## src/hdl/conv_pkg.sv

```systemverilog
package conv_pkg;

   // -------------------------------------------------------------------
   // image and filter geometry
   // -------------------------------------------------------------------

   localparam int IMAGE_WIDTH  = 6;
   localparam int IMAGE_HEIGHT = 6;
   localparam int IMAGE_SIZE   = IMAGE_WIDTH * IMAGE_HEIGHT;
   localparam int FILTER_SIZE  = 3;
   localparam int NUM_TAPS     = FILTER_SIZE * FILTER_SIZE;
   localparam int NUM_FILTERS  = 2;
   localparam int FRAC_BITS    = 8;
   // two full image rows plus one filter row
   localparam int SHIFT_LENGTH = (FILTER_SIZE - 1) * IMAGE_WIDTH + FILTER_SIZE;
   // entries between the newest pixel and the centre tap
   localparam int CENTER_DELAY = (FILTER_SIZE / 2) * IMAGE_WIDTH + FILTER_SIZE / 2;

   // fixed point words, 8 fraction bits
   typedef logic signed [15:0] feature_t;
   typedef logic signed [15:0] weight_t;
   typedef logic signed [31:0] sum_t;
   typedef logic        [5:0]  pixel_index_t;
   typedef logic        [2:0]  filter_index_t;

   // stream beat, ready runs the other way
   typedef struct packed {
      logic     valid;
      logic     last;
      feature_t data;
   } feature_beat_t;

   typedef struct packed {
      logic        psel;
      logic        penable;
      logic        pwrite;
      logic [7:0]  paddr;
      logic [15:0] pwdata;
   } apb_req_t;

   typedef struct packed {
      logic [15:0] prdata;
      logic        pready;
      logic        pslverr;
   } apb_rsp_t;

   // coefficient address, region bit picks the view
   typedef union packed {
      struct packed {
         logic          region;
         filter_index_t filter;
         logic [3:0]    tap;
      } weight;
      struct packed {
         logic          region;
         filter_index_t filter;
         logic [3:0]    unused;
      } bias;
   } coef_addr_u;

   // tap 0 top left, row major
   typedef feature_t [NUM_TAPS-1:0] window_t;

endpackage : conv_pkg

```

## src/hdl/feature_rx.sv

```systemverilog
`timescale 1ns/100ps

module feature_rx import conv_pkg::*; (
   input  logic          clock,
   input  logic          reset_n,
   input  feature_beat_t in_beat,
   output logic          in_ready,
   input  logic          receiving,
   output logic          rx_done,
   input  pixel_index_t  read_index,
   input  logic          read_enable,
   output feature_t      pixel
);

   feature_t     image_buf [IMAGE_SIZE];
   pixel_index_t store_index;
   logic         accept;

   // ready follows the sequencer receive state
   assign in_ready = receiving;
   assign accept   = in_beat.valid && in_ready;
   // 36th beat closes the image
   assign rx_done  = accept && (store_index == pixel_index_t'(IMAGE_SIZE - 1));

   always_ff @(posedge clock, negedge reset_n) begin
      if (!reset_n) begin
         store_index <= '0;
      end else if (rx_done) begin
         store_index <= '0;
      end else if (accept) begin
         store_index <= store_index + 1'b1;
      end
   end

   always_ff @(posedge clock) begin
      if (accept) begin
         image_buf[store_index] <= in_beat.data;
      end
   end

   // zeros once the head runs past the image
   assign pixel = read_enable ? image_buf[read_index] : '0;

   // sender framing must match the image size
   a_last_on_final_beat : assert property (@(posedge clock) disable iff (!reset_n)
      accept |-> (in_beat.last == (store_index == pixel_index_t'(IMAGE_SIZE - 1))));

endmodule : feature_rx

```

## config.mk

```make
export PLATFORM = sky130hd
export DESIGN_NAME = feature_rx
export DESIGN_NICKNAME = d
export VERILOG_FILES = /design/src/hdl/conv_pkg.sv /design/src/hdl/feature_rx.sv
export SDC_FILE = /design/constraint.sdc
export NUM_CORES = 1
export LEC_CHECK = 0
export BUFFER_PORTS_ARGS = -buffer_cell sky130_fd_sc_hd__buf_2
export CAP_MARGIN = 20
export CELL_PAD_IN_SITES_DETAIL_PLACEMENT = 0
export CELL_PAD_IN_SITES_GLOBAL_PLACEMENT = 2
export CORE_MARGIN = 5
export CORE_UTILIZATION = 45
export CTS_CLUSTER_SIZE = 20
export DETAILED_ROUTE_END_ITERATION = 8
export GPL_TIMING_DRIVEN = 0
export HOLD_SLACK_MARGIN = 0.02
export MAX_ROUTING_LAYER = met4
export PLACE_DENSITY_LB_ADDON = 0.1
export REMOVE_ABC_BUFFERS = 1
export SYNTH_ARGS = -nofsm -noshare
export SYNTH_HDL_FRONTEND = slang
export SYNTH_SLANG_ARGS = --single-unit
```

## constraint.sdc

```tcl
create_clock -name clock -period 3.05 [get_ports clock]
set_input_delay 0.1525 -clock clock [delete_from_list [all_inputs] [get_ports clock]]
set_output_delay 0.1525 -clock clock [all_outputs]
set_load 0.03 [all_outputs]
```

==> parameters.txt, run 1 <==
Parameter                              Value

Yosys
  Number of library cell types mapped by synthesis    41
  Cell Area, Synth    22680 sq um
  Instance count of the mapped netlist    1089
  Number of flops mapped to enable cells by yosys    576
  Seq/Total Area, Yosys    0.7694
  Yosys Warn Count    0
  Share of async-settable or async-resettable flops after synthesis    0.01031
  Total of flip-flops plus latches after synthesis    582
  Top FF cell, synth    edfxtp_1
  Mapped Avg Cell Area    20.82 sq um

Place
  Count of input and output buffers    44
  Placer Congestion    0.8471
  Number of placed instances, taps included    1790
  Pre-CTS worst setup slack    -0.3203 ns
  Detail Placement HPWL    34.38 mm

Timing
  F_max    343.7 MHz
  Slack of the critical path    0.1408 ns
  Final number of setup-violating endpoints    0
  Final hold slack    0.08703 ns
  Fin. Hold Viols    0
  Post-route clock period utilization    0.9538
  Worst-case clock skew    0.01697 ns
  Remaining max-slew budget at the tightest pin    0.2391
  Max Transition Viols Final    0
  Clock period minus final worst setup slack    2.909 ns
  Slew @ Worst Pin    1.136 ns
  Setup repair after global routing missed its margin    false

Power
  Internal portion of total power    13.55 mW
  Combinational share of power    0.071
  Maximum VDD drop    0.0004441 V
  Switching share of total power    0.2218
  P per Cell Area    663.9 nW/um^2
  Sequential cell fraction of total power    0.524
  Clock group share of total power    0.406
  P_leak    8.440 nW
  Net Switching    3.863 mW

CTS
  Clock root buffer    clkbuf_16
  Number of clock buffers inserted by TritonCTS    58
  Clock latency of the later-clocked register in the worst-skew pair    0.61 ns
  TritonCTS clock tree    built
  Clock transition at the registers of the reported paths    0.06 ns
  Post-CTS setup buffers    0
  Sinks on Clock Net    582
  Level count of the clock H-tree    2
  CTS Buffer Depth    3

Finish
  Layout Area Growth over Synthesis    15.65%
  Commonest non-fill, non-tap cells in the layout    edfxtp_1 (576), mux4_2 (109), mux2i_1 (89)
  Final core utilization    0.5249
  Fin cells    1900
  Count of fill cells added during filler insertion    3962
  Fraction of layout instances using a drive strength above 1    0.2899
  Count of inserted antenna diode cells    0
  Total number of nets in the final design    1209
  Leading cell type in the layout, fill and taps excluded    edfxtp_1

GRT
  Maximum number of pins on one net before global-route repair    84
  First-pass GRT wire length    79.66 mm
  Overall routing resource usage    0.2098
  Sum of overflow across all layers after global routing    0
  Number of global-route vias before repair    11032
  Number of antenna violations at the first check in global routing    1

Floorplanning
  X dimension of the die    234.5 um
  IO Pins    46
  Vertical extent of the die    234.5 um
  CORE AREA    49970 sq um
  Area enclosed by the die boundary    54980 sq um
  Standard-cell rows    82
  Effective utilization at floorplan    0.4538

Worst setup path
  Setup slack of the worst register-to-register path    0.43 ns
  Worst setup path class    primary input to output pin
  CP Launch Type    primary input
  Critical Path Fanout Max    51
  Required time of the worst setup path    2.90 ns
  Type of element capturing the critical path    output pin
  Arrival time at the worst endpoint    2.76 ns

Drt
  WL final    54.68 mm
  DRC marker count from the first detailed-route iteration    1025
  Via Count    10831
  Average detailed-routed wire length per instance    28.78 um
  DRC violation count after routing    0
  Post-detailed-route via-to-cell ratio    5.701
  Number of nets still failing antenna checks after routing    0
  First-pass detailed-route iteration total    5

Hold path
  Worst hold-check path type    primary input to register

Outcome
  Outcome    finished clean

Run
  Max Cap Viol    0
[final cells by class]
class                   count  area, sq um  area share
flip-flops and latches    582        17450      0.6652
multi-input cells         438         5019      0.1914
clock buffers              64         1474     0.05620
inverters                   4        15.01   0.0005725
repair buffers             96         1013     0.03864
clock inverters            44        417.9     0.01593
well taps                 672        840.8     0.03206
[worst max-delay path, stage by stage]
cell	delay, ns
buf_12	0.29
buf_16	0.36
nor2b_2	0.11
buf_8	0.19
a22oi_1	0.21
a31oi_1	0.27
a221oi_1	0.69
buf_2	0.32
[power by group through the flow]
stage          clock [mW]  combinational (mW)  sequential (mW)
2_1_floorplan           0               0.559             9.24
3_3_place_gp            0                1.17             9.28
3_5_place_dp            0                1.23             9.29
4_1_cts              7.24                1.24             9.12
5_1_grt              7.57                1.31             9.14
6_report             7.06                1.23             9.12
[flip-flops by register name (all words and copies together) (netlist names)]
signal / flops
image_buf: 576
store_index: 6
[worst paths after layout]
kind,to,from,cells past startpoint
setup reg to reg,image_buf[16][0]$_DFFE_PP_,store_index[5]$_DFFE_PN0P_,5
max in group asynchronous,store_index[3]$_DFFE_PN0P_,reset_n,3
setup / recovery,pixel[7],read_index[0],8
hold reg to reg,store_index[4]$_DFFE_PN0P_,store_index[4]$_DFFE_PN0P_,1
hold / removal,store_index[1]$_DFFE_PN0P_,receiving,4
min in group asynchronous,store_index[5]$_DFFE_PN0P_,reset_n,3
[cells in the mapped netlist, drive strengths merged (4+ instances only)]
cell type	n	area (sq um)
nor2	34	127.6
nor4	4	25.02
a31oi	13	81.33
nor3	5	25.02
buf	44	299.0
mux4	109	2455
inv	4	15.01
nand2b	16	100.1
a221oi	13	113.9
o221ai	13	113.9
clkbuf	21	78.83
nand3	9	45.04
a21oi	16	80.08
mux2	16	180.2
nor2b	8	50.05
a211oi	4	30.03
nand2	43	161.4
edfxtp	576	17300
a22oi	16	120.1
nand3b	5	37.54
dfrtp	6	150.1
mux2i	89	890.9
[metrics by stage]
step                setup TNS [ns]  power [mW]  area (sq um)
detailed placement          -2.435       10.52         24250
global route                     0       18.02         26230
global placement           -224.65       10.45         23360
CTS                              0       17.60         26200
floorplan                        0       9.800         22300
finish                           0       17.41         26230
[per-layer routing]
layer	share of wire	wire length (um)	vias to the layer above	global-route usage
met2	0.48	26470	315	0.3250
met1	0.45	24510	5754	0.3051
met3	0.054	2961	65	0.02822
li1	-	-	4697	-
met4	0.013	735	0	0.04379
met5	0	0	-	-
[cell families after synthesis]
logic type               share of synthesized area
AND/OR/NAND/NOR                            0.02836
multiplexers                                0.1555
buffers and inverters                      0.01733
XOR/XNOR                                  0.001159
AO/OA/AOI/OAI                              0.02775
flip-flops                                  0.7694
adder cells (fa/ha/maj)                  0.0005517
[repair_timing]
item                                   4_1_cts  5_1_grt
gates resized for setup                      9        4
setup endpoints to repair                   14        7
endpoints found under the hold margin        6        0
hold buffers                                 2        0
(Power assumes the default switching activity.)
==> inputs of run 2 (changes only) <==
Settings changed: PLACE_DENSITY_LB_ADDON 0.1 to 0.3.
==> run 2 against run 1 <==
Against the previous run: clock power about the same; via count down 1.6%; critical path depth down 1; fmax up 0.27%; global-route usage down 2.0 points; register-to-register slack worse by 0.03 ns.
==> parameters.txt, run 2 (synthesis results as in run 1) <==
Parameter                              Value

Finish
  Reg with most FFs    image_buf
  Count of fill cells added during filler insertion    4001 (+0.98%)
  Layout Area Growth over Synthesis    15.86%
  Flip-flop count of the largest register after layout    576 (unchanged)
  Fraction of layout instances using a drive strength above 1    0.2833 (-0.006637)
  Total number of nets in the final design    1210 (+0.083%)
  Registers with the most flip-flops    image_buf x576, store_index x6
  Leading cell type in the layout, fill and taps excluded    edfxtp_1
  Commonest non-fill, non-tap cells in the layout    edfxtp_1 (576), mux4_2 (109), mux2i_1 (89)

GRT
  Maximum number of pins on one net before global-route repair    81 (-3.6%)
  Overall routing resource usage    0.1901 (-0.01969)
  Number of global-route vias before repair    11049 (+0.15%)
  Number of antenna violations at the first check in global routing    1 (unchanged)
  Sum of overflow across all layers after global routing    0 (unchanged)
  First-pass GRT wire length    73.80 mm (-7.4%)

Outcome
  Outcome    finished clean

Timing
  Post-route clock period utilization    0.9513 (-0.002522)
  Slew @ Worst Pin    0.9632 ns (-0.1731 ns)
  Final number of setup-violating endpoints    0 (unchanged)
  Setup repair after global routing missed its margin    false
  Clock period minus final worst setup slack    2.902 ns (-0.007691 ns)
  F_max    344.6 MHz (+0.27%)
  Fin. Hold Viols    0 (unchanged)
  Remaining max-slew budget at the tightest pin    0.3543 (+0.1152)
  Max Transition Viols Final    0 (unchanged)
  Total negative slack for setup checks    0 ns (unchanged)
  Worst-case clock skew    0.008409 ns (-0.008563 ns)
  Final hold slack    0.06555 ns (-0.02148 ns)

CTS
  Post-CTS setup buffers    0 (unchanged)
  CTS Buffer Depth    3 (unchanged)
  Level count of the clock H-tree    2 (unchanged)
  Sinks on Clock Net    582 (unchanged)
  Clock transition at the registers of the reported paths    0.06 ns (about the same)
  Clock root buffer    clkbuf_16
  Number of clock buffers inserted by TritonCTS    59 (+1.7%)
  TritonCTS clock tree    built
  Clock latency of the later-clocked register in the worst-skew pair    0.60 ns (about the same)

Drt
  DRC violation count after routing    0 (unchanged)
  Number of nets still failing antenna checks after routing    0 (unchanged)
  WL final    49.72 mm (-9.1%)
  Average detailed-routed wire length per instance    26.20 um (-9.0%)
  Post-detailed-route via-to-cell ratio    5.617 (-1.5%)
  DRC marker count from the first detailed-route iteration    848 (-17%)
  First-pass detailed-route iteration total    4 (-1)
  Via Count    10661 (-1.6%)

Place
  Detail Placement HPWL    31.18 mm (-9.3%)
  Placer Congestion    0.7774 (-8.2%)
  Count of input and output buffers    44 (unchanged)

Floorplanning
  CORE AREA    49970 sq um (unchanged)
  Vertical extent of the die    234.5 um (unchanged)
  Standard-cell rows    82 (unchanged)
  X dimension of the die    234.5 um (unchanged)
  IO Pins    46 (unchanged)
  Area enclosed by the die boundary    54980 sq um (unchanged)
  Effective utilization at floorplan    0.4538 (unchanged)

Power
  P per Cell Area    659.8 nW/um^2 (-0.62%)
  Maximum VDD drop    0.0003983 V (-10%)
  P_leak    8.470 nW (+0.36%)

Run
  Max Cap Viol    0 (unchanged)

Worst setup path
  CP Launch Type    primary input
  Worst setup path class    primary input to output pin
  Critical Path Fanout Max    80 (+57%)
  Required time of the worst setup path    2.90 ns (about the same)
  Arrival time at the worst endpoint    2.75 ns (about the same)
  Type of element capturing the critical path    output pin

Hold path
  Worst hold-check path type    primary input to register
[run 2: cell count changes in the layout (fill, tap and decap cells not counted), moves of 5 or more]
cell and delta:
clkinv_1 -7, clkbuf_1 +6, a31oi_2 -5, buf_8 -6, a31oi_1 +5, buf_16 +6
[run 2: area by class of cell]
| class | instances | area [sq um] | area share |
|---|---|---|---|
| Antenna cell | 1 | 2.502 | 0.00009524 |
| Timing Repair Buffer | 96 | 1089 | 0.04143 |
| Inverter | 4 | 15.01 | 0.0005715 |
| Sequential cell | 582 | 17450 | 0.6640 |
| Clock buffer | 73 | 1572 | 0.05981 |
| Clock inverter | 32 | 324.1 | 0.01233 |
| Multi-Input combinational cell | 438 | 4985 | 0.1897 |
| Tap cell | 672 | 840.8 | 0.03200 |
[run 2: through the flow]
stage / worst slack, ns / power [mW] / instance area [sq um] / cells / util
after floorplan: 0.01603 / 9.800 / 22300 / 1024 / -
after global placement: -3.225 / 10.37 / 23360 / 1740 / 0.4675
after detailed placement: -0.1240 / 10.44 / 24290 / 1789 / 0.4862
after CTS: 0.06917 / 17.54 / 26270 / 1897 / 0.5257
after global routing: 0.05710 / 17.97 / 26270 / 1898 / 0.5258
final: 0.1485 / 17.34 / 26270 / 1898 / 0.5258
[run 2: power by group]
group | switching, mW | internal, mW | total [mW]
Clock | 2.85 | 4.21 | 7.06
Combinational | 0.743 | 0.418 | 1.16
Sequential | 0.128 | 8.99 | 9.12
[run 2: timing repair]
| item | CTS | global route |
|---|---|---|
| endpoints found under the setup margin | 7 | 1 |
| gates cloned | 1 | 0 |
| hold buffers | 2 | 0 |
| endpoints found under the hold margin | 6 | 0 |
| resized for setup | 5 | 1 |
[run 2: critical path, stage by stage]
cell      delay (ns)
buf_8           0.42
buf_16          0.41
mux2i_1         0.15
a22oi_1         0.22
a31oi_1         0.11
a221oi_1        0.79
buf_2           0.34
[run 2: routing by layer]
metal	track usage	vias to the layer above	routed length, um
met2	0.2961	213	24090
met1	0.2676	5665	22460
met5	-	-	0
met4	0.04890	0	1032
met3	0.03052	76	2134
li1	-	4707	-
[run 2: final timing paths]
| kind | from | endpoint | slack, ns | cells after the start |
|---|---|---|---|---|
| worst max-delay path | read_index[2] | pixel[7] | 0.15 | 7 |
| worst min-delay path | in_beat[17] | store_index[1]$_DFFE_PN0P_ | 0.07 | 4 |
| worst max register to register | store_index[3]$_DFFE_PN0P_ | image_buf[33][15]$_DFFE_PP_ | 0.40 | 3 |
| worst min register to register | store_index[4]$_DFFE_PN0P_ | store_index[4]$_DFFE_PN0P_ | 0.68 | 1 |
| max in group asynchronous | reset_n | store_index[0]$_DFFE_PN0P_ | 2.21 | 3 |
| min in group asynchronous | reset_n | store_index[3]$_DFFE_PN0P_ | 0.61 | 3 |
==> inputs of run 3 (changes only) <==
Settings changed: CORE_UTILIZATION 45 to 40.
==> run 3 against run 2 <==
Against the previous run: routed wire length grew 2.5%; largest power group unchanged; critical path depth shrank 2; count of clock-buffer cells in the layout grew 1; critical endpoint is now image_buf[16][0]$_DFFE_PP_; combinational power is essentially flat; final cell count grew 4.3%; die area grew 12%.
==> parameters.txt, run 3 (synthesis results as in run 1) <==
Parameter                              Value

Outcome
  Outcome    finished clean

Timing
  Final number of setup-violating endpoints    0 (unchanged)
  Slack of the critical path    0.1941 ns (+0.04569 ns)
  Post-route clock period utilization    0.9363 (-0.01498)
  Final hold slack    0.09276 ns (+0.02721 ns)
  Setup repair after global routing missed its margin    false
  F_max    350.2 MHz (+1.6%)
  Clock period minus final worst setup slack    2.856 ns (-0.04569 ns)
  Worst-case clock skew    0.01117 ns (+0.002764 ns)
  Slew @ Worst Pin    0.9659 ns (+0.002666 ns)
  Max Transition Viols Final    0 (unchanged)
  Fin. Hold Viols    0 (unchanged)
  Remaining max-slew budget at the tightest pin    0.3507 (-0.003639)

Worst setup path
  Critical Path Fanout Max    9 (-89%)
  Setup slack of the worst register-to-register path    0.19 ns (-0.21 ns)
  Most repeated library cell on the critical path    buf_4
  Arrival time at the worst endpoint    3.16 ns (+0.41 ns)
  Type of element capturing the critical path    register
  Worst setup path class    register to register
  CP cell instances    nand2b_1 -> or3_1 -> nor4_2 -> buf_4 -> buf_4
  CP Launch Type    register
  Required time of the worst setup path    3.35 ns (+0.45 ns)
  Library cell contributing the largest single delay on the critical path    nor4_2
  Peak per-stage delay on the critical path    0.79 ns (about the same)

Drt
  Number of nets still failing antenna checks after routing    0 (unchanged)
  DRC violation count after routing    0 (unchanged)
  Via Count    10728 (+0.63%)
  First-pass detailed-route iteration total    5 (+1)
  Post-detailed-route via-to-cell ratio    5.418 (-3.5%)
  DRC marker count from the first detailed-route iteration    788 (-7.1%)
  WL final    50.97 mm (+2.5%)
  Average detailed-routed wire length per instance    25.74 um (-1.7%)

Finish
  Fraction of layout instances using a drive strength above 1    0.2788 (-0.004443)
  Total number of nets in the final design    1208 (-0.17%)
  Registers with the most flip-flops    image_buf x576, store_index x6
  Commonest non-fill, non-tap cells in the layout    edfxtp_1 (576), mux4_2 (109), mux2i_1 (89)
  Reg with most FFs    image_buf
  Combined flip-flop and latch cell area    17450 sq um (unchanged)
  Fin cells    1980 (+4.3%)
  Area of the multi-input gates    5026 sq um (+0.83%)
  Count of fill cells added during filler insertion    4749 (+19%)
  Final design area excluding fillers    26190 sq um (-0.33%)
  Leading cell type in the layout, fill and taps excluded    edfxtp_1
  Flip-flop count of the largest register after layout    576 (unchanged)
  Layout Area Growth over Synthesis    15.48%

Floorplanning
  CORE AREA    56280 sq um (+13%)
  Standard-cell rows    87 (+6.1%)
  Vertical extent of the die    248.1 um (+5.8%)
  Effective utilization at floorplan    0.4029 (-0.05091)
  IO Pins    46 (unchanged)
  X dimension of the die    248.1 um (+5.8%)
  Area enclosed by the die boundary    61550 sq um (+12%)

CTS
  Sinks on Clock Net    582 (unchanged)
  Clock root buffer    clkbuf_16
  Clock latency of the later-clocked register in the worst-skew pair    0.60 ns (about the same)
  Number of clock buffers inserted by TritonCTS    59 (unchanged)
  TritonCTS clock tree    built
  Clock transition at the registers of the reported paths    0.06 ns (about the same)
  Level count of the clock H-tree    2 (unchanged)
  CTS Buffer Depth    3 (unchanged)

GRT
  Maximum number of pins on one net before global-route repair    79 (-2.5%)
  Number of global-route vias before repair    11280 (+2.1%)
  Number of antenna violations at the first check in global routing    2 (+1)
  Sum of overflow across all layers after global routing    0 (unchanged)
  First-pass GRT wire length    75.99 mm (+3.0%)
  Overall routing resource usage    0.1731 (-0.01702)

Run
  Max Cap Viol    0 (unchanged)

Place
  Detail Placement HPWL    32.35 mm (+3.8%)
  Count of input and output buffers    44 (unchanged)
  Placer Congestion    0.7829 (+0.71%)
  Standard cell area after detailed placement    24340 sq um (+0.19%)
  Number of placed instances, taps included    1872 (+4.6%)
  Pre-CTS worst setup slack    -0.2565 ns (-0.1325 ns)

Power
  Clock group share of total power    0.393 (-0.014)
  Net Switching    3.736 mW (+0.42%)
  Internal portion of total power    13.18 mW (-3.2%)
  Switching share of total power    0.2208 (+0.006213)
  Sequential cell fraction of total power    0.539 (+0.013)
  P per Cell Area    646.1 nW/um^2 (-2.1%)
  P_leak    8.362 nW (-1.3%)
  Combinational share of power    0.069 (+0.002)
  Maximum VDD drop    0.0004122 V (+3.5%)

Hold path
  Worst hold-check path type    primary input to register
-- run 3: path summary, 6_finish.rpt --
path,start,endpoint,cells after the start
max,store_index[5]$_DFFE_PN0P_,image_buf[16][0]$_DFFE_PP_,5
min,in_beat[0],image_buf[32][0]$_DFFE_PP_,1
max reg2reg,store_index[5]$_DFFE_PN0P_,image_buf[16][0]$_DFFE_PP_,5
min reg2reg,store_index[4]$_DFFE_PN0P_,store_index[4]$_DFFE_PN0P_,1
max in group asynchronous,reset_n,store_index[4]$_DFFE_PN0P_,3
min in group asynchronous,reset_n,store_index[1]$_DFFE_PN0P_,3
-- run 3: cell type report --
cell class,count,area share
Multi-Input combinational cell,438,0.1919
Tap cell,756,0.03612
Clock inverter,31,0.007119
Sequential cell,582,0.6662
Antenna cell,1,0.00009556
Inverter,4,0.0005733
Clock buffer,74,0.06015
Timing Repair Buffer,94,0.03779
-- run 3: worst max-delay path: cells and delay by family, from the launching register on --
| family | cells | cell delay, ns |
|---|---|---|
| buffers and inverters | 2 | 0.54 |
| DFF | 1 | 0.50 |
| and+or+nand+nor | 3 | 1.52 |
-- run 3: per-layer routing --
metal | up-vias | GRT usage | wire length [um]
li1 | 4693 | - | -
met1 | 5719 | 0.2427 | 23300
met2 | 233 | 0.2675 | 24290
met3 | 83 | 0.02800 | 2204
met4 | 0 | 0.04755 | 1177
met5 | - | - | 0
-- run 3: power by group through the flow --
stage,clock network [mW],registers (mW),logic [mW]
after CTS,6.83,9.11,1.18
after global routing,7.16,9.13,1.25
final,6.64,9.12,1.16
after floorplan,0,9.24,0.559
after global placement,0,9.27,1.11
after detailed placement,0,9.28,1.17
-- run 3: what timing repair did --
| action | 4_1_cts | 5_1_grt |
|---|---|---|
| endpoints found under the setup margin | 8 | 5 |
| setup buffers | 0 | 0 |
| hold buffers | 2 | 0 |
| gates resized for setup | 5 | 6 |
| hold endpoints to repair | 6 | 0 |
-- run 3: per-stage QoR --
stage / setup TNS, ns / utilization / power [mW]
after detailed placement: -0.7464 / 0.4325 / 10.45
after CTS: 0 / 0.4645 / 17.13
after global routing: 0 / 0.4653 / 17.55
after floorplan: 0 / - / 9.800
after global placement: -246.89 / 0.4170 / 10.38
final: 0 / 0.4653 / 16.92
