--- src/hdl/conv_pkg.sv ---
package conv_pkg;

   // -------------------------------------------------------------------
   // image and filter geometry
   // -------------------------------------------------------------------

   localparam int IMAGE_WIDTH  = 6;
   localparam int IMAGE_HEIGHT = 6;
   localparam int IMAGE_SIZE   = IMAGE_WIDTH * IMAGE_HEIGHT;
   localparam int FILTER_SIZE  = 3;
   localparam int NUM_TAPS     = FILTER_SIZE * FILTER_SIZE;
   localparam int NUM_FILTERS  = 2;
   localparam int FRAC_BITS    = 8;
   // two full image rows plus one filter row
   localparam int SHIFT_LENGTH = (FILTER_SIZE - 1) * IMAGE_WIDTH + FILTER_SIZE;
   // entries between the newest pixel and the centre tap
   localparam int CENTER_DELAY = (FILTER_SIZE / 2) * IMAGE_WIDTH + FILTER_SIZE / 2;

   // fixed point words, 8 fraction bits
   typedef logic signed [15:0] feature_t;
   typedef logic signed [15:0] weight_t;
   typedef logic signed [31:0] sum_t;
   typedef logic        [5:0]  pixel_index_t;
   typedef logic        [2:0]  filter_index_t;

   // stream beat, ready runs the other way
   typedef struct packed {
      logic     valid;
      logic     last;
      feature_t data;
   } feature_beat_t;

   typedef struct packed {
      logic        psel;
      logic        penable;
      logic        pwrite;
      logic [7:0]  paddr;
      logic [15:0] pwdata;
   } apb_req_t;

   typedef struct packed {
      logic [15:0] prdata;
      logic        pready;
      logic        pslverr;
   } apb_rsp_t;

   // coefficient address, region bit picks the view
   typedef union packed {
      struct packed {
         logic          region;
         filter_index_t filter;
         logic [3:0]    tap;
      } weight;
      struct packed {
         logic          region;
         filter_index_t filter;
         logic [3:0]    unused;
      } bias;
   } coef_addr_u;

   // tap 0 top left, row major
   typedef feature_t [NUM_TAPS-1:0] window_t;

endpackage : conv_pkg

--- src/hdl/window_shift.sv ---
`timescale 1ns/100ps

module window_shift import conv_pkg::*; (
   input  logic                clock,
   input  logic                reset_n,
   input  logic                shift,
   input  feature_t            pixel,
   output window_t             window,
   output logic [NUM_TAPS-1:0] tap_mask
);

   // entry 0 oldest, newest pixel enters at the top
   feature_t          line_reg [SHIFT_LENGTH];
   // image position of the pixel now under the centre tap
   logic signed [3:0] centre_row;
   logic signed [3:0] centre_col;

   // -------------------------------------------------------------------
   // line shift register
   // -------------------------------------------------------------------

   always_ff @(posedge clock) begin
      if (shift) begin
         for (int i = 0; i < SHIFT_LENGTH - 1; i++) begin
            line_reg[i] <= line_reg[i + 1];
         end
         line_reg[SHIFT_LENGTH - 1] <= pixel;
      end
   end

   // -------------------------------------------------------------------
   // centre position counters
   // -------------------------------------------------------------------

   // idle position is pixel -8 (row -2, col 4)
   // so the first shift puts pixel -7 at the centre
   always_ff @(posedge clock, negedge reset_n) begin
      if (!reset_n) begin
         centre_row <= -4'sd2;
         centre_col <= 4'sd4;
      end else if (!shift) begin
         centre_row <= -4'sd2;
         centre_col <= 4'sd4;
      end else if (centre_col == 4'(IMAGE_WIDTH - 1)) begin
         centre_col <= '0;
         centre_row <= centre_row + 4'sd1;
      end else begin
         centre_col <= centre_col + 4'sd1;
      end
   end

   // taps outside the image are masked, no wrap across row ends
   always_comb begin
      int tap_row;
      int tap_col;
      for (int i = 0; i < FILTER_SIZE; i++) begin
         for (int j = 0; j < FILTER_SIZE; j++) begin
            tap_row = int'(centre_row) + i - FILTER_SIZE / 2;
            tap_col = int'(centre_col) + j - FILTER_SIZE / 2;
            window[FILTER_SIZE * i + j]   = line_reg[IMAGE_WIDTH * i + j];
            tap_mask[FILTER_SIZE * i + j] = (tap_row >= 0) && (tap_row < IMAGE_HEIGHT)
                                         && (tap_col >= 0) && (tap_col < IMAGE_WIDTH);
         end
      end
   end

endmodule : window_shift

--- config.mk ---
export PLATFORM = sky130hd
export DESIGN_NAME = window_shift
export DESIGN_NICKNAME = d
export VERILOG_FILES = /design/src/hdl/conv_pkg.sv /design/src/hdl/window_shift.sv
export SDC_FILE = /design/constraint.sdc
export NUM_CORES = 1
export LEC_CHECK = 0
export BUFFER_PORTS_ARGS = -buffer_cell sky130_fd_sc_hd__buf_2
export CAP_MARGIN = 10
export CORE_ASPECT_RATIO = 1.75
export CORE_MARGIN = 1.5
export CORE_UTILIZATION = 61
export CTS_BUF_LIST = sky130_fd_sc_hd__clkbuf_2
export DETAILED_ROUTE_END_ITERATION = 12
export HOLD_SLACK_MARGIN = 0.12
export PLACE_DENSITY = 0.87
export RECOVER_POWER = 100
export SYNTH_ARGS = -nofsm -noshare
export SYNTH_HDL_FRONTEND = slang
export SYNTH_SLANG_ARGS = --single-unit
--- constraint.sdc ---
create_clock -name clock -period 2.4 [get_ports clock]
set_input_delay 0.12 -clock clock [delete_from_list [all_inputs] [get_ports clock]]
set_output_delay 0.12 -clock clock [all_outputs]
set_load 0.1 [all_outputs]
==> results of run 1 <==
## per-stage QoR
step / utilization / area [sq um] / instances / setup WS (ps) / power (mW)
6_report: 0.703 / 10100 / 803 / -158 / 9.70
5_1_grt: 0.703 / 10100 / 803 / -261 / 10.1
4_1_cts: 0.706 / 10200 / 800 / -211 / 9.69
3_5_place_dp: 0.632 / 9080 / 666 / 239 / 6.99
3_3_place_gp: 0.632 / 9080 / 666 / 352 / 6.90
2_1_floorplan: - / 9000 / 455 / -576 / 6.82
## cell type report
type	instances	area, sq um	share of cell area
clock buffers	72	360	0.0357
repair buffers	224	1400	0.139
multi-input cells	56	557	0.0551
well taps	180	225	0.0223
inverters	5	23.8	0.00235
clock inverters	18	123	0.0121
flip-flops and latches	248	7410	0.734
## kinds of logic after synthesis
logic type,share of synthesized area
AND/OR/NAND/NOR,0.0228
flip-flops,0.827
multiplexers,0.00112
XOR/XNOR,0.00293
AO/OA/AOI/OAI,0.0106
buffers and inverters,0.125
adder cells (fa/ha/maj),0.00978
## layer usage
| layer | up-vias | share of wire | global-route usage |
|---|---|---|---|
| li1 | 1815 | - | - |
| met1 | 2039 | 0.35 | 0.217 |
| met2 | 234 | 0.54 | 0.334 |
| met3 | 52 | 0.082 | 0.0708 |
| met4 | 0 | 0.032 | 0.0909 |
| met5 | - | 0 | 0 |
## power groups by stage
stage          clock network, mW  logic (mW)  registers [mW]
2_1_floorplan                  0        1.57            5.25
6_report                    2.53        1.95            5.22
3_5_place_dp                   0        1.67            5.32
5_1_grt                     2.84        2.01            5.25
4_1_cts                     2.58        1.89            5.21
3_3_place_gp                   0        1.62            5.28
## layout by cell type, fill, tap and decap left out, types with 5 or more instances in the layout
cell type	count
sky130_fd_sc_hd__edfxtp_1	240
sky130_fd_sc_hd__clkbuf_1	32
sky130_fd_sc_hd__nand2_1	10
sky130_fd_sc_hd__clkbuf_2	184
sky130_fd_sc_hd__buf_6	6
sky130_fd_sc_hd__buf_12	5
sky130_fd_sc_hd__dlygate4sd3_1	35
sky130_fd_sc_hd__clkinv_1	14
sky130_fd_sc_hd__buf_4	11
sky130_fd_sc_hd__buf_2	17
## worst max-delay path: cells and delay by family (launching register included)
family | cells | cell delay, ps
and+or+nand+nor | 1 | 340
buffers and inverters | 2 | 340
DFF | 1 | 470
AOI/OAI and AO/OA | 1 | 380
adders and majority gates | 1 | 190
## final timing paths
check                                          start  cells past startpoint                   endpoint
hold / removal                               reset_n                      3  centre_row[0]$_DFFE_PN0P_
max in group asynchronous                    reset_n                      3    centre_col[2]$_DFF_PN1_
min in group clock         line_reg[0][78]$_DFFE_PP_                      0  line_reg[0][62]$_DFFE_PP_
hold reg to reg            line_reg[0][78]$_DFFE_PP_                      0  line_reg[0][62]$_DFFE_PP_
setup / recovery             centre_col[1]$_DFF_PN0_                      5                tap_mask[0]
setup reg to reg             centre_col[1]$_DFF_PN0_                      6  centre_row[3]$_DFFE_PN1P_
## repair_timing
| item | in CTS | in global routing |
|---|---|---|
| endpoints found under the setup margin | 8 | 8 |
| resized for setup | 42 | 8 |
| hold buffers | 35 | 0 |
| endpoints found under the hold margin | 272 | 0 |
| pin swaps | 12 | 8 |
| buffers inserted | 9 | 3 |
==> flow_summary.html, run 1 <==
<table>
<tr><th>Metric</th><th>Value</th></tr>
<tr><th colspan="2">Run status</th></tr>
<tr><td>Run status</td><td>finished, violations left</td></tr>
<tr><td>Violated checks</td><td>capacitance limit, slew limit, setup timing</td></tr>
<tr><th colspan="2">Synthesis</th></tr>
<tr><td>Yosys top cell area share</td><td>0.805</td></tr>
<tr><td>Fraction of synthesis flops using an asynchronous set or reset pin</td><td>0.0323</td></tr>
<tr><td>Main area contributors after synthesis</td><td>sky130_fd_sc_hd__edfxtp_1 (80%), sky130_fd_sc_hd__buf_4 (12%), sky130_fd_sc_hd__dfstp_2 (1.2%)</td></tr>
<tr><td>Most common flop cell mapped by yosys</td><td>sky130_fd_sc_hd__edfxtp_1</td></tr>
<tr><td>Seq/Total Area, Yosys</td><td>0.827</td></tr>
<tr><td>Most frequently used cell type in the post-synthesis netlist</td><td>sky130_fd_sc_hd__edfxtp_1</td></tr>
<tr><td>Syn Nets</td><td>481</td></tr>
<tr><td>Post-synthesis instance area</td><td>0.00896 sq mm</td></tr>
<tr><td>EDFF count, synth</td><td>240</td></tr>
<tr><td>Number of standard cells after synthesis</td><td>455</td></tr>
<tr><td>Yosys cell types</td><td>33</td></tr>
<tr><td>Cell taking the most area after synthesis</td><td>sky130_fd_sc_hd__edfxtp_1</td></tr>
<tr><td>Synth warnings</td><td>0</td></tr>
<tr><td>Ranking of synthesized cells by instance count</td><td>sky130_fd_sc_hd__edfxtp_1 (240), sky130_fd_sc_hd__buf_4 (144), sky130_fd_sc_hd__nand2_1 (10), sky130_fd_sc_hd__ha_1 (7), sky130_fd_sc_hd__inv_1 (5)</td></tr>
<tr><td>Post-synthesis register bit count</td><td>248</td></tr>
<tr><td>Mean post-synth cell area</td><td>19.7 sq um</td></tr>
<tr><th colspan="2">Critical path</th></tr>
<tr><td>Setup crit end kind</td><td>output port</td></tr>
<tr><td>Data arrival time of the critical path</td><td>2440 ps</td></tr>
<tr><td>Critical path cell sequence</td><td>inv_4 &gt; ha_2 &gt; o31a_1 &gt; nor4_2 &gt; buf_6</td></tr>
<tr><td>Slowest Stage Delay on Critical Path</td><td>470 ps</td></tr>
<tr><td>Critical path peak fanout</td><td>3</td></tr>
<tr><td>Worst Setup Path Type</td><td>reg -&gt; out</td></tr>
<tr><td>R2R Setup Slk</td><td>740 ps</td></tr>
<tr><td>Worst EP required</td><td>2280 ps</td></tr>
<tr><td>Critical-path top delay cell</td><td>sky130_fd_sc_hd__dfrtp_1</td></tr>
<tr><td>Nature of the critical path startpoint</td><td>register</td></tr>
<tr><th colspan="2">Timing</th></tr>
<tr><td>Worst slew slack as a fraction of its limit</td><td>-0.205</td></tr>
<tr><td>Final-report max-slew violation count</td><td>75</td></tr>
<tr><td>Unrepaired setup endpoints after global routing</td><td>yes</td></tr>
<tr><td>Worst-case hold slack</td><td>357 ps</td></tr>
<tr><td>Fmax achieved</td><td>0.391 GHz</td></tr>
<tr><td>Worst path setup slack after routing</td><td>-158 ps</td></tr>
<tr><td>Final worst-path cycle share</td><td>1.07</td></tr>
<tr><td>Final Critical Period</td><td>2560 ps</td></tr>
<tr><td>Worst Skew</td><td>25.8 ps</td></tr>
<tr><td>Number of failing setup endpoints in the final timing report</td><td>8</td></tr>
<tr><td>Setup TNS</td><td>-801 ps</td></tr>
<tr><td>Count of final hold-check violations</td><td>0</td></tr>
<tr><td>Transition time at the pin with the least slew margin</td><td>1810 ps</td></tr>
<tr><th colspan="2">Floorplanning</th></tr>
<tr><td>Ports placed on the boundary</td><td>172</td></tr>
<tr><td>Total Die Area</td><td>0.0154 sq mm</td></tr>
<tr><td>Core Footprint</td><td>0.0144 sq mm</td></tr>
<tr><td>Site Rows</td><td>58</td></tr>
<tr><td>Vert. Die Dim</td><td>163 um</td></tr>
<tr><td>Initial standard-cell utilization of the core</td><td>0.623</td></tr>
<tr><td>Die Span X</td><td>94.6 um</td></tr>
<tr><th colspan="2">Clock tree</th></tr>
<tr><td>Worst skew pair latency</td><td>710 ps</td></tr>
<tr><td>Number of H-tree levels</td><td>2</td></tr>
<tr><td>Clock Pin Slew Worst Setup and Hold Paths</td><td>130 ps</td></tr>
<tr><td>CTS tree</td><td>yes</td></tr>
<tr><td>Root Buffer Master</td><td>sky130_fd_sc_hd__clkbuf_2</td></tr>
<tr><td>Maximum count of clock buffers along a single path</td><td>3</td></tr>
<tr><td>TritonCTS Sinks</td><td>248</td></tr>
<tr><td>Total clock buffers created by CTS</td><td>52</td></tr>
<tr><th colspan="2">Global route</th></tr>
<tr><td>Total congestion overflow after global routing</td><td>0</td></tr>
<tr><td>Number of global-route vias before repair</td><td>4355</td></tr>
<tr><td>First-pass GRT wire length</td><td>22700 um</td></tr>
<tr><td>Overall routing resource usage</td><td>0.197</td></tr>
<tr><td>Largest net degree at the start of global routing</td><td>75</td></tr>
<tr><td>Initial antenna violation count</td><td>0</td></tr>
<tr><th colspan="2">Placed design</th></tr>
<tr><td>Count of input and output buffers</td><td>171</td></tr>
<tr><td>Detailed placement HPWL</td><td>8170 um</td></tr>
<tr><td>RD Place Congestion</td><td>0.742</td></tr>
<tr><th colspan="2">Worst hold path</th></tr>
<tr><td>Hold WC Path Type</td><td>in -&gt; async</td></tr>
<tr><th colspan="2">Flow run</th></tr>
<tr><td>Max-cap violations</td><td>1</td></tr>
<tr><th colspan="2">Route</th></tr>
<tr><td>Vias post-DR</td><td>4140</td></tr>
<tr><td>Per-cell via count in the routed design</td><td>5.16</td></tr>
<tr><td>Drt first-iter violations</td><td>220</td></tr>
<tr><td>Total Routed Length</td><td>14900 um</td></tr>
<tr><td>Routed wire per std cell</td><td>18.6 um</td></tr>
<tr><td>Drt pass-1 iters</td><td>4</td></tr>
<tr><td>Remaining antenna violation count</td><td>0</td></tr>
<tr><td># DRC</td><td>0</td></tr>
<tr><th colspan="2">Cells and area</th></tr>
<tr><td>Flip-flop count of the largest register, all copies and words added</td><td>240</td></tr>
<tr><td>Proportion of layout cells with a drive suffix above 1</td><td>0.421</td></tr>
<tr><td>Final #Nets</td><td>613</td></tr>
<tr><td>Layout Area Growth over Synthesis</td><td>12.8%</td></tr>
<tr><td>Count of inserted antenna diode cells</td><td>0</td></tr>
<tr><td>Filler cells</td><td>898</td></tr>
<tr><th colspan="2">Power and ir drop</th></tr>
<tr><td>Sw power</td><td>3.23 mW</td></tr>
<tr><td>Worst supply voltage drop on vdd</td><td>0.000546 V</td></tr>
<tr><td>Seq pwr share</td><td>0.538</td></tr>
<tr><td>Fraction of power spent switching nets</td><td>0.333</td></tr>
<tr><td>Power per standard cell area</td><td>960 mW/mm^2</td></tr>
<tr><td>Share of total power in combinational logic</td><td>0.201</td></tr>
<tr><td>Int Pwr</td><td>6.48 mW</td></tr>
<tr><td>Static Leakage</td><td>3.87 nW</td></tr>
<tr><td>Part of the total power dissipated in the clock network</td><td>0.260</td></tr>
</table>
Note: power is estimated with default switching activity, not from simulation.
==> run 2, diff against run 1 <==
--- a/config.mk
+++ b/config.mk
@@ -9,11 +9,11 @@
 export CAP_MARGIN = 10
 export CORE_ASPECT_RATIO = 1.75
 export CORE_MARGIN = 1.5
-export CORE_UTILIZATION = 61
+export CORE_UTILIZATION = 57
 export CTS_BUF_LIST = sky130_fd_sc_hd__clkbuf_2
 export DETAILED_ROUTE_END_ITERATION = 12
 export HOLD_SLACK_MARGIN = 0.12
-export PLACE_DENSITY = 0.87
+export PLACE_DENSITY = 0.79
 export RECOVER_POWER = 100
 export SYNTH_ARGS = -nofsm -noshare
 export SYNTH_HDL_FRONTEND = slang
==> constraint.sdc (replaced) <==
create_clock -name clock -period 2.7 [get_ports clock]
set_input_delay 0.135 -clock clock [delete_from_list [all_inputs] [get_ports clock]]
set_output_delay 0.135 -clock clock [all_outputs]
set_load 0.1 [all_outputs]
==> run 2 against run 1 <==
The flow still finishes with violations (capacitance limit, slew limit, setup timing). Clock power down 6%. Sequential power down 11%. Register-to-register slack better by 390 ps. Sequential cell count unchanged. Worst hold slack better by 10 ps. Non-clock buffer count down 7. Critical endpoint is now tap_mask[1]. Sequential share of layout area up 1.4 points. Routed wire length down 5.3%. Largest cell class unchanged. Utilization down 5.8 points.
==> flow_summary.html, run 2 (same netlist as run 1, synthesis figures left out) <==
<table>
<tr><th>Metric</th><th>Value</th></tr>
<tr><th colspan="2">Clock tree</th></tr>
<tr><td>Total clock buffers created by CTS</td><td>52 (unchanged)</td></tr>
<tr><td>TritonCTS Sinks</td><td>248 (unchanged)</td></tr>
<tr><td>Number of H-tree levels</td><td>2 (unchanged)</td></tr>
<tr><td>Clock Pin Slew Worst Setup and Hold Paths</td><td>140 ps (about the same)</td></tr>
<tr><td>Maximum count of clock buffers along a single path</td><td>3 (unchanged)</td></tr>
<tr><td>Worst skew pair latency</td><td>720 ps (about the same)</td></tr>
<tr><td>CTS tree</td><td>yes</td></tr>
<tr><td>Root Buffer Master</td><td>sky130_fd_sc_hd__clkbuf_2</td></tr>
<tr><th colspan="2">Power and ir drop</th></tr>
<tr><td>Sum of internal, switching and leakage power</td><td>8.66 mW (-11%)</td></tr>
<tr><td>Int Pwr</td><td>5.84 mW (-9.9%)</td></tr>
<tr><td>Sw power</td><td>2.82 mW (-13%)</td></tr>
<tr><td>Part of the total power dissipated in the clock network</td><td>0.276 (+0.016)</td></tr>
<tr><td>Share of total power in combinational logic</td><td>0.187 (-0.014)</td></tr>
<tr><td>Static Leakage</td><td>3.55 nW (-8.3%)</td></tr>
<tr><td>Power per standard cell area</td><td>873 mW/mm^2 (-9.1%)</td></tr>
<tr><td>Worst supply voltage drop on vdd</td><td>0.000595 V (+9.0%)</td></tr>
<tr><td>Fraction of power spent switching nets</td><td>0.326 (-0.00652)</td></tr>
<tr><td>Seq pwr share</td><td>0.537 (about the same)</td></tr>
<tr><th colspan="2">Cells and area</th></tr>
<tr><td>Most common cell after layout, fill and taps aside</td><td>sky130_fd_sc_hd__edfxtp_1</td></tr>
<tr><td>Sequential cell area</td><td>0.00742 sq mm (about the same)</td></tr>
<tr><td>Layout Area Growth over Synthesis</td><td>10.8%</td></tr>
<tr><td>Proportion of layout cells with a drive suffix above 1</td><td>0.252 (-0.169)</td></tr>
<tr><td>Multi-input combinational cell area</td><td>531 sq um (-4.7%)</td></tr>
<tr><td>Final #Nets</td><td>606 (-1.1%)</td></tr>
<tr><td>Filler cells</td><td>1069 (+19%)</td></tr>
<tr><td>Flip-flop count of the largest register, all copies and words added</td><td>240 (unchanged)</td></tr>
<tr><td>Most frequent cells in the layout</td><td>sky130_fd_sc_hd__edfxtp_1 (240), sky130_fd_sc_hd__clkbuf_1 (145), sky130_fd_sc_hd__clkbuf_2 (80), sky130_fd_sc_hd__dlygate4sd3_1 (35), sky130_fd_sc_hd__buf_2 (17)</td></tr>
<tr><th colspan="2">Critical path</th></tr>
<tr><td>Critical path peak fanout</td><td>3 (unchanged)</td></tr>
<tr><td>Critical-path top delay cell</td><td>sky130_fd_sc_hd__dfstp_2</td></tr>
<tr><td>Slowest Stage Delay on Critical Path</td><td>600 ps (+130 ps)</td></tr>
<tr><td>Critical path cell sequence</td><td>inv_2 &gt; buf_4 &gt; ha_2 &gt; o31a_1 &gt; nor3_2 &gt; buf_6</td></tr>
<tr><td>Worst EP required</td><td>2570 ps (+290 ps)</td></tr>
<tr><td>Data arrival time of the critical path</td><td>2580 ps (+140 ps)</td></tr>
<tr><td>Worst Setup Path Type</td><td>reg -&gt; out</td></tr>
<tr><td>Nature of the critical path startpoint</td><td>register</td></tr>
<tr><td>Setup crit end kind</td><td>output port</td></tr>
<tr><th colspan="2">Timing</th></tr>
<tr><td>Unrepaired setup endpoints after global routing</td><td>yes</td></tr>
<tr><td>Number of failing setup endpoints in the final timing report</td><td>2 (-6)</td></tr>
<tr><td>Count of final hold-check violations</td><td>0 (unchanged)</td></tr>
<tr><td>Final worst-path cycle share</td><td>1.01</td></tr>
<tr><td>Final Critical Period</td><td>2720 ps</td></tr>
<tr><td>Worst-case hold slack</td><td>367 ps (+10.5 ps)</td></tr>
<tr><td>Worst Skew</td><td>50.7 ps (+24.9 ps)</td></tr>
<tr><td>Transition time at the pin with the least slew margin</td><td>2060 ps (+255 ps)</td></tr>
<tr><td>Worst path setup slack after routing</td><td>-17.8 ps (+140 ps)</td></tr>
<tr><td>Fmax achieved</td><td>0.368 GHz</td></tr>
<tr><td>Final-report max-slew violation count</td><td>89 (+19%)</td></tr>
<tr><td>Setup TNS</td><td>-30.9 ps (+771 ps)</td></tr>
<tr><td>Worst slew slack as a fraction of its limit</td><td>-0.374 (-0.170)</td></tr>
<tr><th colspan="2">Route</th></tr>
<tr><td># DRC</td><td>0 (unchanged)</td></tr>
<tr><td>Drt pass-1 iters</td><td>4 (unchanged)</td></tr>
<tr><td>Per-cell via count in the routed design</td><td>5.02 (-2.7%)</td></tr>
<tr><td>Total Routed Length</td><td>14100 um (-5.3%)</td></tr>
<tr><td>Amount of wire on met3 after detailed routing</td><td>1040 um (-15%)</td></tr>
<tr><td>Drt first-iter violations</td><td>176 (-20%)</td></tr>
<tr><td>Vias post-DR</td><td>4048 (-2.2%)</td></tr>
<tr><td>Routed wire per std cell</td><td>17.5 um (-5.8%)</td></tr>
<tr><td>Remaining antenna violation count</td><td>0 (unchanged)</td></tr>
<tr><td>Met1 wire length</td><td>5070 um (-2.5%)</td></tr>
<tr><td>Highest routing layer actually used</td><td>met4</td></tr>
<tr><td>Length of routed met2 wiring</td><td>7500 um (-6.7%)</td></tr>
<tr><th colspan="2">Floorplanning</th></tr>
<tr><td>Core Footprint</td><td>0.0154 sq mm (+7.1%)</td></tr>
<tr><td>Total Die Area</td><td>0.0165 sq mm (+6.8%)</td></tr>
<tr><td>Site Rows</td><td>60 (+3.4%)</td></tr>
<tr><td>Initial standard-cell utilization of the core</td><td>0.582 (-0.0414)</td></tr>
<tr><td>Vert. Die Dim</td><td>169 um (+3.4%)</td></tr>
<tr><td>Ports placed on the boundary</td><td>172 (unchanged)</td></tr>
<tr><td>Die Span X</td><td>97.8 um (+3.3%)</td></tr>
<tr><th colspan="2">Run status</th></tr>
<tr><td>Violated checks</td><td>capacitance limit, slew limit, setup timing</td></tr>
<tr><td>Run status</td><td>finished, violations left</td></tr>
<tr><th colspan="2">Placed design</th></tr>
<tr><td>Count of input and output buffers</td><td>171 (unchanged)</td></tr>
<tr><td>Detailed placement HPWL</td><td>7530 um (-7.9%)</td></tr>
<tr><td>RD Place Congestion</td><td>0.778 (+4.9%)</td></tr>
<tr><th colspan="2">Global route</th></tr>
<tr><td>Number of global-route vias before repair</td><td>4237 (-2.7%)</td></tr>
<tr><td>First-pass GRT wire length</td><td>21800 um (-4.1%)</td></tr>
<tr><td>Total congestion overflow after global routing</td><td>0 (unchanged)</td></tr>
<tr><td>Largest net degree at the start of global routing</td><td>90 (+20%)</td></tr>
<tr><td>Overall routing resource usage</td><td>0.168 (-0.0291)</td></tr>
<tr><td>Initial antenna violation count</td><td>1 (+1)</td></tr>
<tr><th colspan="2">Flow run</th></tr>
<tr><td>Max-cap violations</td><td>1 (unchanged)</td></tr>
<tr><th colspan="2">Worst hold path</th></tr>
<tr><td>Hold WC Path Type</td><td>in -&gt; async</td></tr>
</table>
-- run 2: changes by cell type in the layout (fill, tap and decap cells not counted), sizes merged --
cell,before,now
buf,42,34
bufinv,2,3
clkbuf,219,226
clkinv,16,13
diode,0,1
-- run 2: stage by stage --
stage | worst slack (ps) | area [sq um] | std cells | util
CTS | 0.822 | 10100 | 804 | 0.655
detailed placement | 468 | 9050 | 670 | 0.588
global route | -130 | 9920 | 807 | 0.645
finish | -17.8 | 9920 | 807 | 0.645
global placement | 652 | 9050 | 670 | 0.588
floorplan | -291 | 8990 | 455 | -
-- run 2: power groups by stage --
stage	registers [mW]	logic, mW	clock network [mW]
final	4.65	1.62	2.39
after global routing	4.68	1.66	2.66
after CTS	4.63	1.60	2.48
after detailed placement	4.72	1.47	0
after global placement	4.69	1.43	0
after floorplan	4.66	1.39	0
-- run 2: worst paths after layout --
| check | slack (ps) | startpoint | to | depth (start not counted) |
|---|---|---|---|---|
| hold / removal | 370 | reset_n | centre_col[1]$_DFF_PN0_ | 3 |
| max in group asynchronous | 1990 | reset_n | centre_row[0]$_DFFE_PN0P_ | 3 |
| setup / recovery | -20 | centre_row[1]$_DFFE_PN1P_ | tap_mask[1] | 6 |
| setup reg to reg | 1130 | centre_col[1]$_DFF_PN0_ | centre_row[3]$_DFFE_PN1P_ | 5 |
| min in group clock | 420 | line_reg[0][80]$_DFFE_PP_ | line_reg[0][64]$_DFFE_PP_ | 0 |
| hold reg to reg | 420 | line_reg[0][80]$_DFFE_PP_ | line_reg[0][64]$_DFFE_PP_ | 0 |
-- run 2: cell type report --
cell class	count	area share
repair buffers	217	0.119
clock inverters	16	0.0149
multi-input cells	56	0.0535
flip-flops and latches	248	0.747
well taps	186	0.0235
diodes	1	0.000252
inverters	5	0.00214
clock buffers	78	0.0393
-- run 2: worst max-delay path: cells and delay by family, from the launching register on --
family	cells	cell delay, ps
AOI/OAI and AO/OA	1	330
adders and majority gates	1	180
buffers and inverters	3	470
DFF	1	600
and+or+nand+nor	1	270
-- run 2: routing by layer --
layer,track usage,vias up
met5,0,-
met4,0.0882,0
met1,0.185,1982
met2,0.290,208
met3,0.0500,50
li1,-,1808
-- run 2: repair_timing --
item	CTS	global route
setup endpoints to repair	8	8
setup buffers	5	2
resized for setup	21	13
hold buffers	35	0
hold endpoints to repair	121	0
pin swaps	4	9
==> run 3, diff against run 2 <==
--- a/config.mk
+++ b/config.mk
@@ -9,11 +9,11 @@
 export CAP_MARGIN = 10
 export CORE_ASPECT_RATIO = 1.75
 export CORE_MARGIN = 1.5
-export CORE_UTILIZATION = 57
+export CORE_UTILIZATION = 50
 export CTS_BUF_LIST = sky130_fd_sc_hd__clkbuf_2
 export DETAILED_ROUTE_END_ITERATION = 12
 export HOLD_SLACK_MARGIN = 0.12
-export PLACE_DENSITY = 0.79
+export PLACE_DENSITY = 0.7
 export RECOVER_POWER = 100
 export SYNTH_ARGS = -nofsm -noshare
 export SYNTH_HDL_FRONTEND = slang
==> run 3 against run 2 <==
Critical path type unchanged. Worst hold slack lost 33 ps. Cell count up 4.6%. Highest routed layer unchanged. Largest cell class unchanged. Critical endpoint is now tap_mask[6]. The flow finishes with violations (capacitance limit, slew limit). Routed wire length down 5.8%. Largest power group unchanged. Power is 4.0% lower. Sequential power about the same.
==> flow_summary.html, run 3 (same netlist as run 1, synthesis figures left out) <==
<table>
<tr><th>Metric</th><th>Value</th></tr>
<tr><th colspan="2">Run status</th></tr>
<tr><td>Run status</td><td>finished, violations left</td></tr>
<tr><td>Violated checks</td><td>capacitance limit, slew limit</td></tr>
<tr><th colspan="2">Critical path</th></tr>
<tr><td>Critical path peak fanout</td><td>4 (+1)</td></tr>
<tr><td>Nature of the critical path startpoint</td><td>register</td></tr>
<tr><td>Family with the most delay on the worst path</td><td>flip-flops</td></tr>
<tr><td>Worst EP required</td><td>2570 ps (about the same)</td></tr>
<tr><td>Slowest Stage Delay on Critical Path</td><td>580 ps (-20 ps)</td></tr>
<tr><td>R2R Setup Slk</td><td>1110 ps (-20 ps)</td></tr>
<tr><td>Critical-path top delay cell</td><td>sky130_fd_sc_hd__dfstp_2</td></tr>
<tr><td>Count of buffer and inverter cells on the critical path</td><td>2 (-1)</td></tr>
<tr><td>Worst Setup Path Type</td><td>reg -&gt; out</td></tr>
<tr><td>Data arrival time of the critical path</td><td>2510 ps (-70 ps)</td></tr>
<tr><td>Setup crit end kind</td><td>output port</td></tr>
<tr><td>Critical path cell sequence</td><td>inv_2 &gt; ha_4 &gt; nand3b_1 &gt; o2111ai_4 &gt; a211oi_4 &gt; buf_12</td></tr>
<tr><th colspan="2">Placed design</th></tr>
<tr><td>Number of placed instances, taps included</td><td>715 (+6.7%)</td></tr>
<tr><td>Pre-CTS WS</td><td>520 ps (+51.7 ps)</td></tr>
<tr><td>Count of input and output buffers</td><td>171 (unchanged)</td></tr>
<tr><td>RD Place Congestion</td><td>0.711 (-8.6%)</td></tr>
<tr><td>Detailed placement HPWL</td><td>7270 um (-3.5%)</td></tr>
<tr><th colspan="2">Clock tree</th></tr>
<tr><td>TritonCTS Sinks</td><td>248 (unchanged)</td></tr>
<tr><td>CTS tree</td><td>yes</td></tr>
<tr><td>Maximum count of clock buffers along a single path</td><td>3 (unchanged)</td></tr>
<tr><td>Total clock buffers created by CTS</td><td>55 (+5.8%)</td></tr>
<tr><td>Clock Pin Slew Worst Setup and Hold Paths</td><td>130 ps (about the same)</td></tr>
<tr><td>Worst skew pair latency</td><td>760 ps (+40 ps)</td></tr>
<tr><td>Root Buffer Master</td><td>sky130_fd_sc_hd__clkbuf_2</td></tr>
<tr><td>Number of H-tree levels</td><td>2 (unchanged)</td></tr>
<tr><th colspan="2">Cells and area</th></tr>
<tr><td>Multi-input combinational cell area</td><td>524 sq um (-1.2%)</td></tr>
<tr><td>Filler cells</td><td>1420 (+33%)</td></tr>
<tr><td>Most common cell after layout, fill and taps aside</td><td>sky130_fd_sc_hd__edfxtp_1</td></tr>
<tr><td>Layout Area Growth over Synthesis</td><td>9.69%</td></tr>
<tr><td>Proportion of layout cells with a drive suffix above 1</td><td>0.242 (-0.00978)</td></tr>
<tr><td>Flip-flop count of the largest register, all copies and words added</td><td>240 (unchanged)</td></tr>
<tr><td>Sequential cell area</td><td>0.00742 sq mm (unchanged)</td></tr>
<tr><td>Layout Utilization</td><td>0.560 (-0.0844)</td></tr>
<tr><td>Final #Nets</td><td>606 (unchanged)</td></tr>
<tr><td>Most frequent cells in the layout</td><td>sky130_fd_sc_hd__edfxtp_1 (240), sky130_fd_sc_hd__clkbuf_1 (145), sky130_fd_sc_hd__clkbuf_2 (87), sky130_fd_sc_hd__dlygate4sd3_1 (35), sky130_fd_sc_hd__buf_2 (16)</td></tr>
<tr><td>Non-filler cells in the finished layout</td><td>844 (+4.6%)</td></tr>
<tr><th colspan="2">Worst hold path</th></tr>
<tr><td>Hold WC Path Type</td><td>in -&gt; async</td></tr>
<tr><th colspan="2">Route</th></tr>
<tr><td>Total Routed Length</td><td>13300 um (-5.8%)</td></tr>
<tr><td>Drt pass-1 iters</td><td>4 (unchanged)</td></tr>
<tr><td>Drt first-iter violations</td><td>193 (+9.7%)</td></tr>
<tr><td>Vias post-DR</td><td>3984 (-1.6%)</td></tr>
<tr><td>Remaining antenna violation count</td><td>0 (unchanged)</td></tr>
<tr><td># DRC</td><td>0 (unchanged)</td></tr>
<tr><td>Per-cell via count in the routed design</td><td>4.72 (-5.9%)</td></tr>
<tr><td>Routed wire per std cell</td><td>15.8 um (-9.9%)</td></tr>
<tr><th colspan="2">Power and ir drop</th></tr>
<tr><td>Sum of internal, switching and leakage power</td><td>8.31 mW (-4.0%)</td></tr>
<tr><td>Power per standard cell area</td><td>846 mW/mm^2 (-3.1%)</td></tr>
<tr><td>Worst supply voltage drop on vdd</td><td>0.000532 V (-11%)</td></tr>
<tr><td>Static Leakage</td><td>3.48 nW (-1.9%)</td></tr>
<tr><th colspan="2">Flow run</th></tr>
<tr><td>Max-cap violations</td><td>1 (unchanged)</td></tr>
<tr><th colspan="2">Floorplanning</th></tr>
<tr><td>Total Die Area</td><td>0.0188 sq mm (+14%)</td></tr>
<tr><td>Die Span X</td><td>104 um (+6.6%)</td></tr>
<tr><td>Initial standard-cell utilization of the core</td><td>0.511 (-0.0713)</td></tr>
<tr><td>Vert. Die Dim</td><td>180 um (+6.7%)</td></tr>
<tr><td>Core Footprint</td><td>0.0175 sq mm (+14%)</td></tr>
<tr><td>Ports placed on the boundary</td><td>172 (unchanged)</td></tr>
<tr><td>Site Rows</td><td>64 (+6.7%)</td></tr>
<tr><th colspan="2">Global route</th></tr>
<tr><td>Initial antenna violation count</td><td>1 (unchanged)</td></tr>
<tr><td>Number of global-route vias before repair</td><td>4190 (-1.1%)</td></tr>
<tr><td>Total congestion overflow after global routing</td><td>0 (unchanged)</td></tr>
<tr><td>First-pass GRT wire length</td><td>21100 um (-3.1%)</td></tr>
<tr><td>Overall routing resource usage</td><td>0.143 (-0.0246)</td></tr>
<tr><td>Largest net degree at the start of global routing</td><td>79 (-12%)</td></tr>
<tr><th colspan="2">Timing</th></tr>
<tr><td>Transition time at the pin with the least slew margin</td><td>1800 ps (-257 ps)</td></tr>
<tr><td>Worst Skew</td><td>23.7 ps (-27.1 ps)</td></tr>
<tr><td>Count of final hold-check violations</td><td>0 (unchanged)</td></tr>
<tr><td>Worst path setup slack after routing</td><td>57.0 ps (+74.8 ps)</td></tr>
<tr><td>Number of failing setup endpoints in the final timing report</td><td>0 (-2)</td></tr>
<tr><td>Fmax achieved</td><td>0.378 GHz (+2.8%)</td></tr>
<tr><td>Worst slew slack as a fraction of its limit</td><td>-0.203 (+0.171)</td></tr>
<tr><td>Final-report max-slew violation count</td><td>79 (-11%)</td></tr>
<tr><td>Final Critical Period</td><td>2640 ps (-74.8 ps)</td></tr>
<tr><td>Final worst-path cycle share</td><td>0.979 (-0.0277)</td></tr>
<tr><td>Unrepaired setup endpoints after global routing</td><td>yes</td></tr>
<tr><td>Setup TNS</td><td>0 ps (+30.9 ps)</td></tr>
</table>
run 3: repair_timing:
item	in CTS	in global routing
endpoints found under the hold margin	272	0
hold buffers	35	0
buffers inserted	3	1
pin swaps	5	4
setup endpoints to repair	8	7
resized for setup	21	12
run 3: area by class of cell:
class	instances	area share
antenna	1	0.000255
tap	231	0.0294
inverter	5	0.00242
clock inverter	6	0.00242
timing repair buffer	214	0.115
multi-input combinational	56	0.0534
clock buffer	83	0.0423
sequential	248	0.755
run 3: worst paths after layout:
kind	endpoint	start	depth (start not counted)
setup / recovery	tap_mask[6]	centre_row[1]$_DFFE_PN1P_	6
hold / removal	centre_row[0]$_DFFE_PN0P_	reset_n	3
setup reg to reg	centre_row[3]$_DFFE_PN1P_	centre_col[0]$_DFF_PN0_	5
hold reg to reg	line_reg[0][72]$_DFFE_PP_	line_reg[0][88]$_DFFE_PP_	0
max in group asynchronous	centre_col[2]$_DFF_PN1_	reset_n	3
min in group clock	line_reg[0][72]$_DFFE_PP_	line_reg[0][88]$_DFFE_PP_	0
run 3: power by group:
| group | internal [mW] | switching, mW |
|---|---|---|
| clock | 0.794 | 1.30 |
| combinational | 0.254 | 1.33 |
| sequential | 4.50 | 0.126 |
run 3: through the flow:
| stage | instance area [sq um] | hold slack (ps) |
|---|---|---|
| detailed placement | 9100 | -18.3 |
| global route | 9830 | 256 |
| floorplan | 8990 | -161 |
| global placement | 9100 | -26.8 |
| CTS | 9970 | 209 |
| finish | 9830 | 334 |
run 3: tightest hold or removal path: cells and delay by family:
family / cells / cell delay [ps]
buffers and inverters: 3 / 1390
run 3: layer usage:
layer  global-route usage  vias up  wire, um  share of wire
met2                0.235      226      6830           0.51
met5                    0        -         0              0
li1                     -     1793         -              -
met1                0.154     1919      4830           0.36
met3               0.0579       46      1220          0.091
met4               0.0850        0       447          0.034
